File: src/logic/mpmc_cache_consts.svh
`ifndef MPMC_CACHE_CONSTS_SVH
`define MPMC_CACHE_CONSTS_SVH

// ==============================
// Cache geometry
// ==============================

// Four ways of associativity
`define CACHE_WAYS 4

// Sets per way, one line per set in each way
`define CACHE_SETS 128

// Bytes in one cache line
`define CACHE_LINE_BYTES 32

// ==============================
// Address split
// ==============================

`define CACHE_ADDR_W 32    // Byte address width
`define CACHE_OFFSET_W 5   // Byte within the line
`define CACHE_INDEX_W 7    // Set index above the offset
`define CACHE_TAG_W 20     // Everything above the index

// Bits needed to name one way
`define CACHE_WAY_W 2

`endif

File: src/logic/mpmc_cache_pkg.sv
`default_nettype none

`include "mpmc_cache_consts.svh"

package mpmc_cache_pkg;

	// ==============================
	// Vector types
	// ==============================

	typedef logic [`CACHE_ADDR_W-1:0] cache_addr_t;         // Byte address
	typedef logic [`CACHE_INDEX_W-1:0] cache_index_t;       // Set index
	typedef logic [`CACHE_TAG_W-1:0] cache_tag_t;           // Tag kept per way and set
	typedef logic [`CACHE_WAY_W-1:0] cache_way_t;           // Way number
	typedef logic [`CACHE_LINE_BYTES*8-1:0] cache_line_t;   // Whole line, byte 0 in the low bits
	typedef logic [`CACHE_LINE_BYTES-1:0] cache_strb_t;     // One enable per line byte

	// ==============================
	// Request and response bundles
	// ==============================

	typedef struct packed {
		cache_addr_t addr;
	} rd_req_t;

	typedef struct packed {
		logic hit;            // Line was present
		cache_way_t way;      // Way that held it
		cache_line_t line;    // Line contents, zero on a miss
	} rd_resp_t;

	// Write data sits at its byte position inside the line
	typedef struct packed {
		cache_addr_t addr;
		cache_strb_t strb;
		cache_line_t data;
	} wr_req_t;

	typedef struct packed {
		logic hit;
	} wr_resp_t;

	typedef struct packed {
		cache_addr_t addr;
		cache_way_t way;      // Way picked by the requester
		cache_line_t line;
	} ld_req_t;

	typedef struct packed {
		cache_addr_t addr;
		cache_way_t way;
	} inv_req_t;

	// Sequencer states of the controller
	typedef enum logic [1:0] {
		IDLE,
		LOOKUP,
		UPDATE,
		RESPOND
	} ctrl_state_t;

endpackage

`default_nettype wire

File: src/logic/mpmc_cache_ctrl.sv
`timescale 1ns/1ns
`default_nettype none

`include "mpmc_cache_consts.svh"

module mpmc_cache_ctrl (
	input  logic                         ch0clk,
	input  logic                         rst,
	input  logic                         rd_req,
	input  logic                         wr_req,
	input  logic                         ld_req,
	input  logic                         inv_req,
	input  mpmc_cache_pkg::rd_req_t      rd,
	input  mpmc_cache_pkg::wr_req_t      wr,
	input  mpmc_cache_pkg::ld_req_t      ld,
	input  mpmc_cache_pkg::inv_req_t     inv,
	output logic                         rd_ack,
	output logic                         wr_ack,
	output logic                         ld_ack,
	output logic                         inv_ack,
	output mpmc_cache_pkg::rd_resp_t     rd_resp,
	output mpmc_cache_pkg::wr_resp_t     wr_resp,
	output mpmc_cache_pkg::cache_index_t lk_index,
	output mpmc_cache_pkg::cache_tag_t   lk_tag,
	output logic                         tag_we,
	output logic                         valid_clr,
	output mpmc_cache_pkg::cache_way_t   tag_way,
	input  logic                         hit,
	input  mpmc_cache_pkg::cache_way_t   hit_way,
	output mpmc_cache_pkg::cache_index_t ram_rd_index,
	output mpmc_cache_pkg::cache_way_t   ram_rd_way,
	output logic                         ram_we,
	output mpmc_cache_pkg::cache_way_t   ram_wr_way,
	output mpmc_cache_pkg::cache_index_t ram_wr_index,
	output mpmc_cache_pkg::cache_strb_t  ram_strb,
	output mpmc_cache_pkg::cache_line_t  ram_wr_line,
	input  mpmc_cache_pkg::cache_line_t  ram_line
);
	import mpmc_cache_pkg::*;

	ctrl_state_t state;
	logic op_ld, op_inv, op_wr, op_rd;      // One-hot kind of the request in service
	logic grant_ld, grant_inv, grant_wr, grant_rd;
	logic start;                            // Accept a new request this edge
	logic acked;                            // Ack of the current request is already up
	logic cur_req;                          // Req line of the port in service
	logic in_update;

	cache_addr_t addr_q;                    // Latched request fields
	cache_way_t way_q;
	cache_strb_t strb_q;
	cache_line_t line_q;
	logic hit_q;                            // Lookup result kept for the response
	cache_way_t hit_way_q;
	cache_index_t cur_index;
	cache_tag_t cur_tag;

	// ==============================
	// Arbitration
	// ==============================

	// Fixed priority ld, inv, wr, rd and losers simply keep req up
	assign grant_ld = ld_req;
	assign grant_inv = inv_req && !ld_req;
	assign grant_wr = wr_req && !ld_req && !inv_req;
	assign grant_rd = rd_req && !ld_req && !inv_req && !wr_req;
	assign start = (state == IDLE) && (ld_req || inv_req || wr_req || rd_req);

	assign acked = rd_ack || wr_ack || ld_ack || inv_ack;
	assign cur_req = (op_ld && ld_req) || (op_inv && inv_req) ||
		(op_wr && wr_req) || (op_rd && rd_req);

	// ==============================
	// Sequencer
	// ==============================

	always_ff @(posedge ch0clk) begin
		if (rst) begin
			state <= IDLE;
			{op_ld, op_inv, op_wr, op_rd} <= 4'b0000;
			{rd_ack, wr_ack, ld_ack, inv_ack} <= 4'b0000;
		end else begin
			case (state)
				IDLE: begin
					{rd_ack, wr_ack, ld_ack, inv_ack} <= 4'b0000;   // Finish the previous handshake
					if (start) begin
						{op_ld, op_inv, op_wr, op_rd} <= {grant_ld, grant_inv, grant_wr, grant_rd};
						// Loads and invalidates need no lookup
						state <= (grant_ld || grant_inv) ? UPDATE : LOOKUP;
					end
				end
				LOOKUP: state <= UPDATE;    // Tag RAM read in flight
				UPDATE: state <= RESPOND;   // Writes and the data read happen at this edge
				RESPOND: begin
					if (!acked) begin
						rd_ack <= op_rd;
						wr_ack <= op_wr;
						ld_ack <= op_ld;
						inv_ack <= op_inv;
					end else if (!cur_req) begin
						state <= IDLE;          // Ack drops on the following edge
					end
				end
				default: state <= IDLE;
			endcase
		end
	end

	// Request payload is captured only when a request is accepted
	always_ff @(posedge ch0clk) begin
		if (start) begin
			if (grant_ld) begin
				addr_q <= ld.addr;
				way_q <= ld.way;
				line_q <= ld.line;
			end else if (grant_inv) begin
				addr_q <= inv.addr;
				way_q <= inv.way;
			end else if (grant_wr) begin
				addr_q <= wr.addr;
				strb_q <= wr.strb;
				line_q <= wr.data;
			end else begin
				addr_q <= rd.addr;
			end
		end
	end

	// ==============================
	// Response registers
	// ==============================

	always_ff @(posedge ch0clk) begin
		if (in_update) begin
			hit_q <= hit;           // Compare result is stable during UPDATE
			hit_way_q <= hit_way;
		end
		if (state == RESPOND && !acked) begin
			if (op_rd) begin
				rd_resp.hit <= hit_q;
				rd_resp.way <= hit_way_q;
				rd_resp.line <= hit_q ? ram_line : '0;   // No stale data on a miss
			end
			if (op_wr)
				wr_resp.hit <= hit_q;
		end
	end

	// ==============================
	// Datapath controls
	// ==============================

	assign in_update = (state == UPDATE);
	assign cur_index = addr_q[`CACHE_OFFSET_W +: `CACHE_INDEX_W];
	assign cur_tag = addr_q[`CACHE_ADDR_W-1 -: `CACHE_TAG_W];

	assign lk_index = cur_index;
	assign lk_tag = cur_tag;
	assign tag_we = in_update && op_ld;         // Load stores the tag and sets valid
	assign valid_clr = in_update && op_inv;     // Invalidate touches only the valid bit
	assign tag_way = way_q;

	assign ram_rd_index = cur_index;
	assign ram_rd_way = hit_way;                // Read the way that matched
	assign ram_we = in_update && (op_ld || (op_wr && hit));
	assign ram_wr_way = op_ld ? way_q : hit_way;
	assign ram_wr_index = cur_index;
	assign ram_strb = op_ld ? {`CACHE_LINE_BYTES{1'b1}} : strb_q;
	assign ram_wr_line = line_q;

endmodule

`default_nettype wire

File: config.mk
export PLATFORM = sky130hd
export DESIGN_NAME = mpmc_cache_ctrl
export DESIGN_NICKNAME = d
export VERILOG_FILES = /design/src/logic/mpmc_cache_pkg.sv /design/src/logic/mpmc_cache_ctrl.sv
export VERILOG_INCLUDE_DIRS = /design/src /design/src/logic
export SDC_FILE = /design/constraint.sdc
export NUM_CORES = 1
export LEC_CHECK = 0
export BUFFER_PORTS_ARGS = -buffer_cell sky130_fd_sc_hd__buf_2
export CORE_AREA = 4 4 595 597
export CTS_BUF_LIST = sky130_fd_sc_hd__clkbuf_4 sky130_fd_sc_hd__clkbuf_8 sky130_fd_sc_hd__clkbuf_16
export DETAILED_ROUTE_END_ITERATION = 8
export DIE_AREA = 0 0 599 601
export PLACE_DENSITY_LB_ADDON = 0.25
export SETUP_SLACK_MARGIN = 0.15
export SLEW_MARGIN = 30
export SYNTH_ARGS = -nofsm -noshare
export SYNTH_HDL_FRONTEND = slang
export SYNTH_SLANG_ARGS = --single-unit
File: constraint.sdc
create_clock -name ch0clk -period 14.3 [get_ports ch0clk]
set_clock_uncertainty 0.15 [all_clocks]
set_input_delay 1.43 -clock ch0clk [delete_from_list [all_inputs] [get_ports ch0clk]]
set_output_delay 1.43 -clock ch0clk [all_outputs]
set_load 0.03 [all_outputs]
# [Word level (Yosys, flattened, before mapping)]
# Cells that the tools add are included.
[word_totals] register_bits=595 input_bits=941 out_inout_bits=602 word_cells=95
[op_classes] eq_ne=8 muxes=23 n_bitwise=2 reduce_logical=43
[op_table] operator="2-to-1 mux 256 bit" count=3
[op_table] operator="2-to-1 mux 32 bit" count=4
[op_table] operator="logical AND 1 bit" count=16
[op_table] operator="2-to-1 mux 2 bit" count=7
[op_table] operator="logical OR 1 bit" count=11
[op_table] operator="!= test 2 bit (second input constant)" count=5
[op_table] operator="AND reduction 2 bit" count=5
[op_table] operator="case mux 1 bit (2 select lines)" count=4
[op_table] operator="case mux 2 bit (4 select lines)" count=1
[op_table] operator="AND reduction 3 bit" count=2
[op_table] operator="nonzero test 2 bit" count=3
[op_table] operator="== test 2 bit (second input constant)" count=2
[op_table] operator="zero test 1 bit" count=4
[op_table] operator="2-to-1 mux 1 bit" count=4
[op_table] operator="AND reduction 4 bit" count=1
[op_table] operator="== test 2 x 1 -> 1 bit (second input constant)" count=1
[op_table] operator="zero test 2 bit" count=1
[op_table] operator="NOT 1 bit" count=2

# [Depth between registers and ports, before layout]
# Gate-level depths: netlist (run 1).
[logic_depth] depth_word=7 ltp_mapped=7

# [Least setup slack after synthesis (run 1)]
# OpenSTA, ideal clock, no wires.
[synth_path] path_kind="input to register" start="input ld_req" end="register line_q[0] (netlist: ram_wr_line[0]) (enable)" setup_time_ps=656 t_arrival_ps=10259 setup_slack_ps=3235 path_stages=4 path_cell_list="buf_2 > buf_2 > nor3_1 > nand2b_1"
[synth_between] elab_chain_len=5 word_cells_on_any_way=11 classes_between="eq/ne: 1; reduce/logical: 10"
[synth_rtl] item="from (decl)" line="mpmc_cache_ctrl.sv:11" text="input logic ld_req,"
[synth_rtl] item="zero test 1 bit / logical OR 1 bit (equally long branches)" line="mpmc_cache_ctrl.sv:64, mpmc_cache_ctrl.sv:65, mpmc_cache_ctrl.sv:67"
[synth_rtl] item="logical AND 1 bit / logical OR 1 bit (equally long branches) (2 in a row)" line="mpmc_cache_ctrl.sv:65, mpmc_cache_ctrl.sv:67"
[synth_rtl] item="nonzero test 2 bit (no line) / logical AND 1 bit (equally long branches)"
[synth_rtl] item="AND reduction 3 bit (no line) (*)"
[synth_rtl] item="to (signal assigned)" line="mpmc_cache_ctrl.sv:115" text="line_q <= ld.line;"
[synth_rtl] item="to (signal assigned)" line="mpmc_cache_ctrl.sv:122" text="line_q <= wr.data;"
[synth_rtl] item="to (decl)" line="mpmc_cache_ctrl.sv:52" text="cache_line_t line_q;"
# Every way passes the cells marked *; elsewhere a longest branch is shown, timed or not.
# A chain may end at the register's enable or synchronous reset.

# [Worst setup path after layout (run 1)]
[layout_path] start="input wr_req" end="register line_q[173] (netlist: ram_wr_line[173]) (enable)"
[layout_between] elab_chain_len=4 word_cells_on_any_way=7 classes_between="reduce/logical: 7"
[layout_rtl] item="from (decl)" line="mpmc_cache_ctrl.sv:10" text="input logic wr_req,"
[layout_rtl] item="logical AND 1 bit / logical OR 1 bit (equally long branches) (2 in a row)" line="mpmc_cache_ctrl.sv:65, mpmc_cache_ctrl.sv:67"
[layout_rtl] item="nonzero test 2 bit (no line) / logical AND 1 bit (equally long branches)"
[layout_rtl] item="AND reduction 3 bit (no line) (*)"
# Marked as above.

==> qor.txt, run 1 <==
Hold crit path type - flop to flop
Share of layout cells above drive strength 1 - 65.5%
Pins Over Slew Limit - 0
Crit path max fanout - 74
RSZ-0062 raised after global routing - no
CTS tree - yes
Synthesis-to-finish area growth - 68.3%
Die W - 599 um
Syn. warnings - 0
HPWL Detailed - 217 mm
Synth top area share - 72.9%
Post-Route Setup TNS - 0 ns
Most frequent cells after synthesis - edfxtp_1 (580), and2_1 (260), mux2_2 (260)
GRT met1 Usage - 13.5%
# port buffers - 1,522
Largest net degree at the start of global routing - 172
DR iter-0 viols - 1,456
VDD IR max - 86.9 uV
Syn Inst Count - 1,424
Register bit count reported by yosys - 590
Pleak - 15.4 nW
Min-Delay Startpoint - hit_way_q[1]
Max-Cap Viols - 0
Predominant post-synthesis flop cell - edfxtp_1
M3 GR Usage - 7.29%
Critical path, cell by cell - buf_2, buf_4, nand2_1, nor3_2, nand2b_4, buf_4, buf_16, buf_4, buf_6
Reg2Reg Setup Slack - 9.92 ns
GR peak layer - met2
Cell family with most CP delay - buffers and inverters
Initial antenna violation count - 381
Post-Layout Cell Count - 7,728
Synthesized cell area - 23,900 um^2
Die H - 601 um
Row count - 217
Slew Limit Headroom - 36.7%
Post_cts resized - 0
Via count - 21,000
CTS root buffer - clkbuf_16
Hold Vio Cnt, Final - 0
WP buf/inv - 6
Worst Max-Slew Pin Slew - 0.949 ns
Worst-path clk slew - 0.06 ns
Period utilization - 34.0%
Post-detailed-route count of antenna-violating nets - 0
Crit path DAT - 5.10 ns
Worst reg2reg startpoint - state[0]
Synth Net Count - 2,368
Post-CTS Setup Bufs - 0
Type of origin of the critical path - input port
Num CTS Buffers - 90
Core Area - 349,000 um^2
Vias per std cell - 2.71
Seq/Total Area, Yosys - 73.7%
Number of synthesized flops with an enable pin - 580
CP max stage delay - 0.78 ns
Post-synth top area cell - edfxtp_1
Tmin final - 4.86 ns
Status - completed
Placer Congestion - 1.01
Crit path top cell by count - buf_4
Syn_area_per_cell - 16.8 um^2
Highest Clock Rate - 206 MHz
Crit Path Category - input port to flop
Synth top area cells - edfxtp_1 (73%), mux2_2 (12%), and2_1 (6.8%)
Final core occ - 11.5%
Pre-Repair DR Iteration Count - 5
Sink Count - 590
Most numerous cell in the Yosys netlist - edfxtp_1
Overall Global Routing Usage - 13.0%
Ports - 1,543
Remaining DRCs - 0
Worst-Skew Late Latency - 0.78 ns
Grt ovf - 0
Global-route wire length before repair - 290 mm
Slowest cell on crit path - buf_4
Die area - 360,000 um^2
Total wire length - 245 mm
CTS Buffer Depth - 4
Worst Setup SP - wr_req
Final setup vio count - 0
Wire per inst - 31.7 um
Pwr dens - 161 nW/um^2
Met2 usage - 22.4%
Nets - 3,909
Req. time, crit path - 14.54 ns
Vias in the first global route - 20,400
Initial Utilization - 6.86%
Crit. End Element - flop
Post-placement cell count - 7,472
CTS H-tree lvls - 3
CTS Hold Bufs - 0
Post-synth ARST share - 0%
Yosys cell types - 29
-- area by class of cell --
class / count / area [um^2]
multi-input combinational: 735 / 5810
inverter: 4 / 15.0
timing repair buffer: 1544 / 7830
fill: 40000 / 308000
sequential: 590 / 17600
clock buffer: 102 / 2380
antenna: 97 / 243
clock inverter: 57 / 578
tap: 4599 / 5750
-- per-stage QoR --
stage | worst slack (ns) | total power [mW] | cell area [um^2] | hold WS [ns]
final | 9.44 | 6.49 | 40200 | 0.269
after global routing | 9.25 | 6.80 | 40100 | 0.285
after CTS | 9.44 | 6.69 | 40000 | 0.271
after detailed placement | 8.56 | 4.29 | 37000 | 0.256
after global placement | 8.08 | 4.29 | 37000 | 0.259
after floorplan | 3.24 | 3.46 | 23900 | 0.250
-- where the power goes --
| group | total (mW) | switching [mW] | internal [mW] |
|---|---|---|---|
| clock network | 2.31 | 0.956 | 1.36 |
| registers | 2.40 | 0.106 | 2.29 |
| logic | 1.78 | 1.34 | 0.437 |
-- per-layer routing --
| layer | share of wire (%) | up-vias |
|---|---|---|
| met5 | 0.49 | - |
| met4 | 4.8 | 178 |
| met3 | 13 | 790 |
| met2 | 47 | 1620 |
| met1 | 34 | 9905 |
| li1 | - | 8459 |
-- path summary, 6_finish.rpt --
path | end | cells after the start
worst min-delay path | rd_resp[257] | 0
worst max register to register | ram_wr_line[173] | 9
worst max-delay path | ram_wr_line[173] | 9
worst min register to register | rd_resp[257] | 0
-- placed cells by master, fill, tap and decap left out, types with 2 or more instances in the layout --
cell,instances
a21oi_1,33
a22oi_1,6
and2_1,259
buf_2,1521
buf_4,18
buf_6,2
bufinv_16,9
clkbuf_16,92
clkbuf_4,10
clkinv_1,15
clkinv_2,14
clkinv_4,6
clkinvlp_4,7
dfxtp_1,10
diode_2,97
edfxtp_1,580
ha_1,3
inv_1,4
inv_6,4
mux2_2,260
mux2i_1,27
nand2_1,32
nand2b_1,2
nor2_1,36
nor3_1,2
o21ai_0,27
o31ai_1,3
or2_2,32
or3_1,3
-- state kept, by name, summed over array words and instances (netlist names), 2 cells and up --
signal,count
addr_q,27
tag_way,2
rd_resp,259
state,2
hit_way_q,2
strb_q,32
ram_wr_line,256
-- kinds of logic (layout without fill, tap and decap cells) --
kind of cell / count (synthesis) / in the layout / synth area share, %
flops: 590 / 590 / 73.7
simple gates: 373 / 373 / 9.07
mux: 287 / 287 / 13.4
buf+inv: 99 / 1707 / 2.04
compound gates: 72 / 72 / 1.65
fa+ha+maj: 3 / 3 / 0.157
other cells: 0 / 97 / 0
No activity file was read; power rests on OpenSTA's default activity.
==> run 2: changes to the inputs <==
==> constraint.sdc (replaced) <==
create_clock -name ch0clk -period 4.5 [get_ports ch0clk]
set_clock_uncertainty 0.15 [all_clocks]
set_input_delay 0.45 -clock ch0clk [delete_from_list [all_inputs] [get_ports ch0clk]]
set_output_delay 0.45 -clock ch0clk [all_outputs]
set_load 0.03 [all_outputs]
==> qor.txt, run 2 (synthesis results as in run 1) <==
Req. time, crit path - 3.90 ns (-10.64 ns)
Slowest cell on crit path - dfxtp_1
Vias in the first global route - 25,000 (+22%)
Share of layout cells above drive strength 1 - 51.1% (-14 points)
Die W - 599 um (unchanged)
Remaining DRCs - 0 (unchanged)
Tmin final - 3.03 ns
CTS root buffer - clkbuf_16
WP buf/inv - 2 (-4)
Hold Vio Cnt, Final - 0 (unchanged)
Highest Clock Rate - 330 MHz
Overall Global Routing Usage - 13.7% (+0.64 points)
Status - completed
Hold crit path type - input port to flop
Type of origin of the critical path - flop
CTS H-tree lvls - 3 (unchanged)
Pleak - 19.0 nW (+24%)
RSZ-0062 raised after global routing - no
Via count - 24,500 (+17%)
Worst Max-Slew Pin Slew - 0.853 ns (-0.0958 ns)
Nets - 4,779 (+22%)
Die H - 601 um (unchanged)
Initial antenna violation count - 391 (+2.6%)
Largest Register - rd_resp
# port buffers - 1,522 (unchanged)
Pins Over Slew Limit - 0 (unchanged)
Crit. End Element - output port
Post-Route Setup TNS - 0 ns (unchanged)
Worst setup margin - 1.47 ns (-7.97 ns)
CP max stage delay - 0.65 ns (-0.13 ns)
Max reg flops - 259 (unchanged)
Most frequent cells in the layout - buf_2 (1,521), dlygate4sd3_1 (864), edfxtp_1 (580)
Global-route wire length before repair - 310 mm (+6.8%)
Slew Limit Headroom - 43.1% (+6.4 points)
Total wire length - 257 mm (+4.9%)
Num CTS Buffers - 87 (-3.3%)
HPWL Detailed - 227 mm (+4.4%)
Most common cell after layout, fill and taps aside - buf_2
Wire per inst - 29.9 um (-5.9%)
CTS Buffer Depth - 4 (unchanged)
Cell family with most CP delay - flip-flops
Worst Setup SP - op_ld
Max-Cap Viols - 0 (unchanged)
Synthesis-to-finish area growth - 105%
Period utilization - 67.3%
DR iter-0 viols - 1,310 (-10%)
Crit path DAT - 2.43 ns (-2.67 ns)
Worst-Skew Late Latency - 0.78 ns (about the same)
Pre-CTS setup slack - 1.61 ns (-6.95 ns)
Row count - 217 (unchanged)
Vias per std cell - 2.85 (+4.9%)
Die area - 360,000 um^2 (unchanged)
Critical Path Sink - ram_wr_way[1]
Largest net degree at the start of global routing - 175 (+1.7%)
Placer Congestion - 0.987 (-2.5%)
Levels on crit path - 3 (-6)
Post-CTS Setup Bufs - 0 (unchanged)
CTS tree - yes
Grt ovf - 0 (unchanged)
Initial Utilization - 6.86% (unchanged)
Critical path, cell by cell - buf_4, mux2_2, buf_2
Worst-path clk slew - 0.05 ns (about the same)
RR Endpoint - ram_wr_line[104]
Worst reg2reg startpoint - state[0]
Pre-Repair DR Iteration Count - 5 (unchanged)
Final setup vio count - 0 (unchanged)
Reg2Reg Setup Slack - 1.78 ns (-8.14 ns)
Pwr dens - 428 nW/um^2 (+160%)
FF-to-FF path depth - 7 (-2)
Ports - 1,543 (unchanged)
Power Total - 20.9 mW (+220%)
Sink Count - 590 (unchanged)
VDD IR max - 283 uV (+230%)
Crit Path Category - flop to output port
Post-detailed-route count of antenna-violating nets - 0 (unchanged)
Core Area - 349,000 um^2 (unchanged)
Crit path max fanout - 21 (-72%)
==> run 2: how the worst min path moves through the flow <==
stage / depth (start not counted) / end / slack [ns] / startpoint
2_1_floorplan: 0 / rd_resp[256] / 0.25 / hit_way_q[0]
3_3_place_gp: 0 / rd_resp[256] / 0.25 / hit_way_q[0]
3_5_place_dp: 0 / rd_resp[256] / 0.26 / hit_way_q[0]
4_1_cts: 3 / op_ld / 0.09 / ld_req
5_1_grt: 3 / op_ld / 0.15 / ld_req
6_report: 3 / op_ld / 0.23 / ld_req
==> run 2: power breakdown <==
part / leakage, nW / internal [mW] / switching, mW
clock network: 1.38 / 4.09 / 2.84
logic: 12.1 / 2.05 / 4.37
registers: 5.52 / 7.27 / 0.313
total: 19.0 / 13.4 / 7.52
==> run 2: stage by stage <==
| step | hold slack [ns] | instance area (um^2) | utilization (%) | instances |
|---|---|---|---|---|
| after detailed placement | 0.262 | 37200 | 10.7 | 7481 |
| after global placement | 0.253 | 37200 | 10.7 | 7480 |
| final | 0.233 | 48900 | 14.0 | 8611 |
| after global routing | 0.150 | 48800 | 14.0 | 8554 |
| after floorplan | 0.250 | 23900 | - | 1424 |
| after CTS | 0.0857 | 48700 | 14.0 | 8498 |
==> run 2: routing by layer <==
metal / up-vias / part of all wire, % / GRT usage [%]
met5: - / 0.47 / 0
met4: 184 / 4.3 / 3.79
li1: 10200 / - / -
met1: 11700 / 36 / 14.4
met3: 749 / 11 / 6.63
met2: 1622 / 48 / 24.0
==> run 2: worst register-to-register path, cell delays in order, from the launching register on <==
cell and delay, ns:
dfxtp_1 0.31, inv_1 0.10, ha_1 0.36, nand2_1 0.16, nor3_4 0.14, nand2b_4 0.45, buf_12 0.25, buf_12 0.40
==> run 2: timing repair <==
action	4_1_cts	5_1_grt
hold buffers	864	0
hold endpoints to repair	586	0
resized for setup	0	0
==> run 2: layout make-up <==
type / instances / area, um^2
Antenna cell: 113 / 283
Clock buffer: 111 / 2420
Clock inverter: 42 / 399
Fill cell: 39600 / 300000
Inverter: 4 / 15.0
Multi-Input combinational cell: 735 / 5820
Sequential cell: 590 / 17600
Tap cell: 4599 / 5750
Timing Repair Buffer: 2417 / 16600
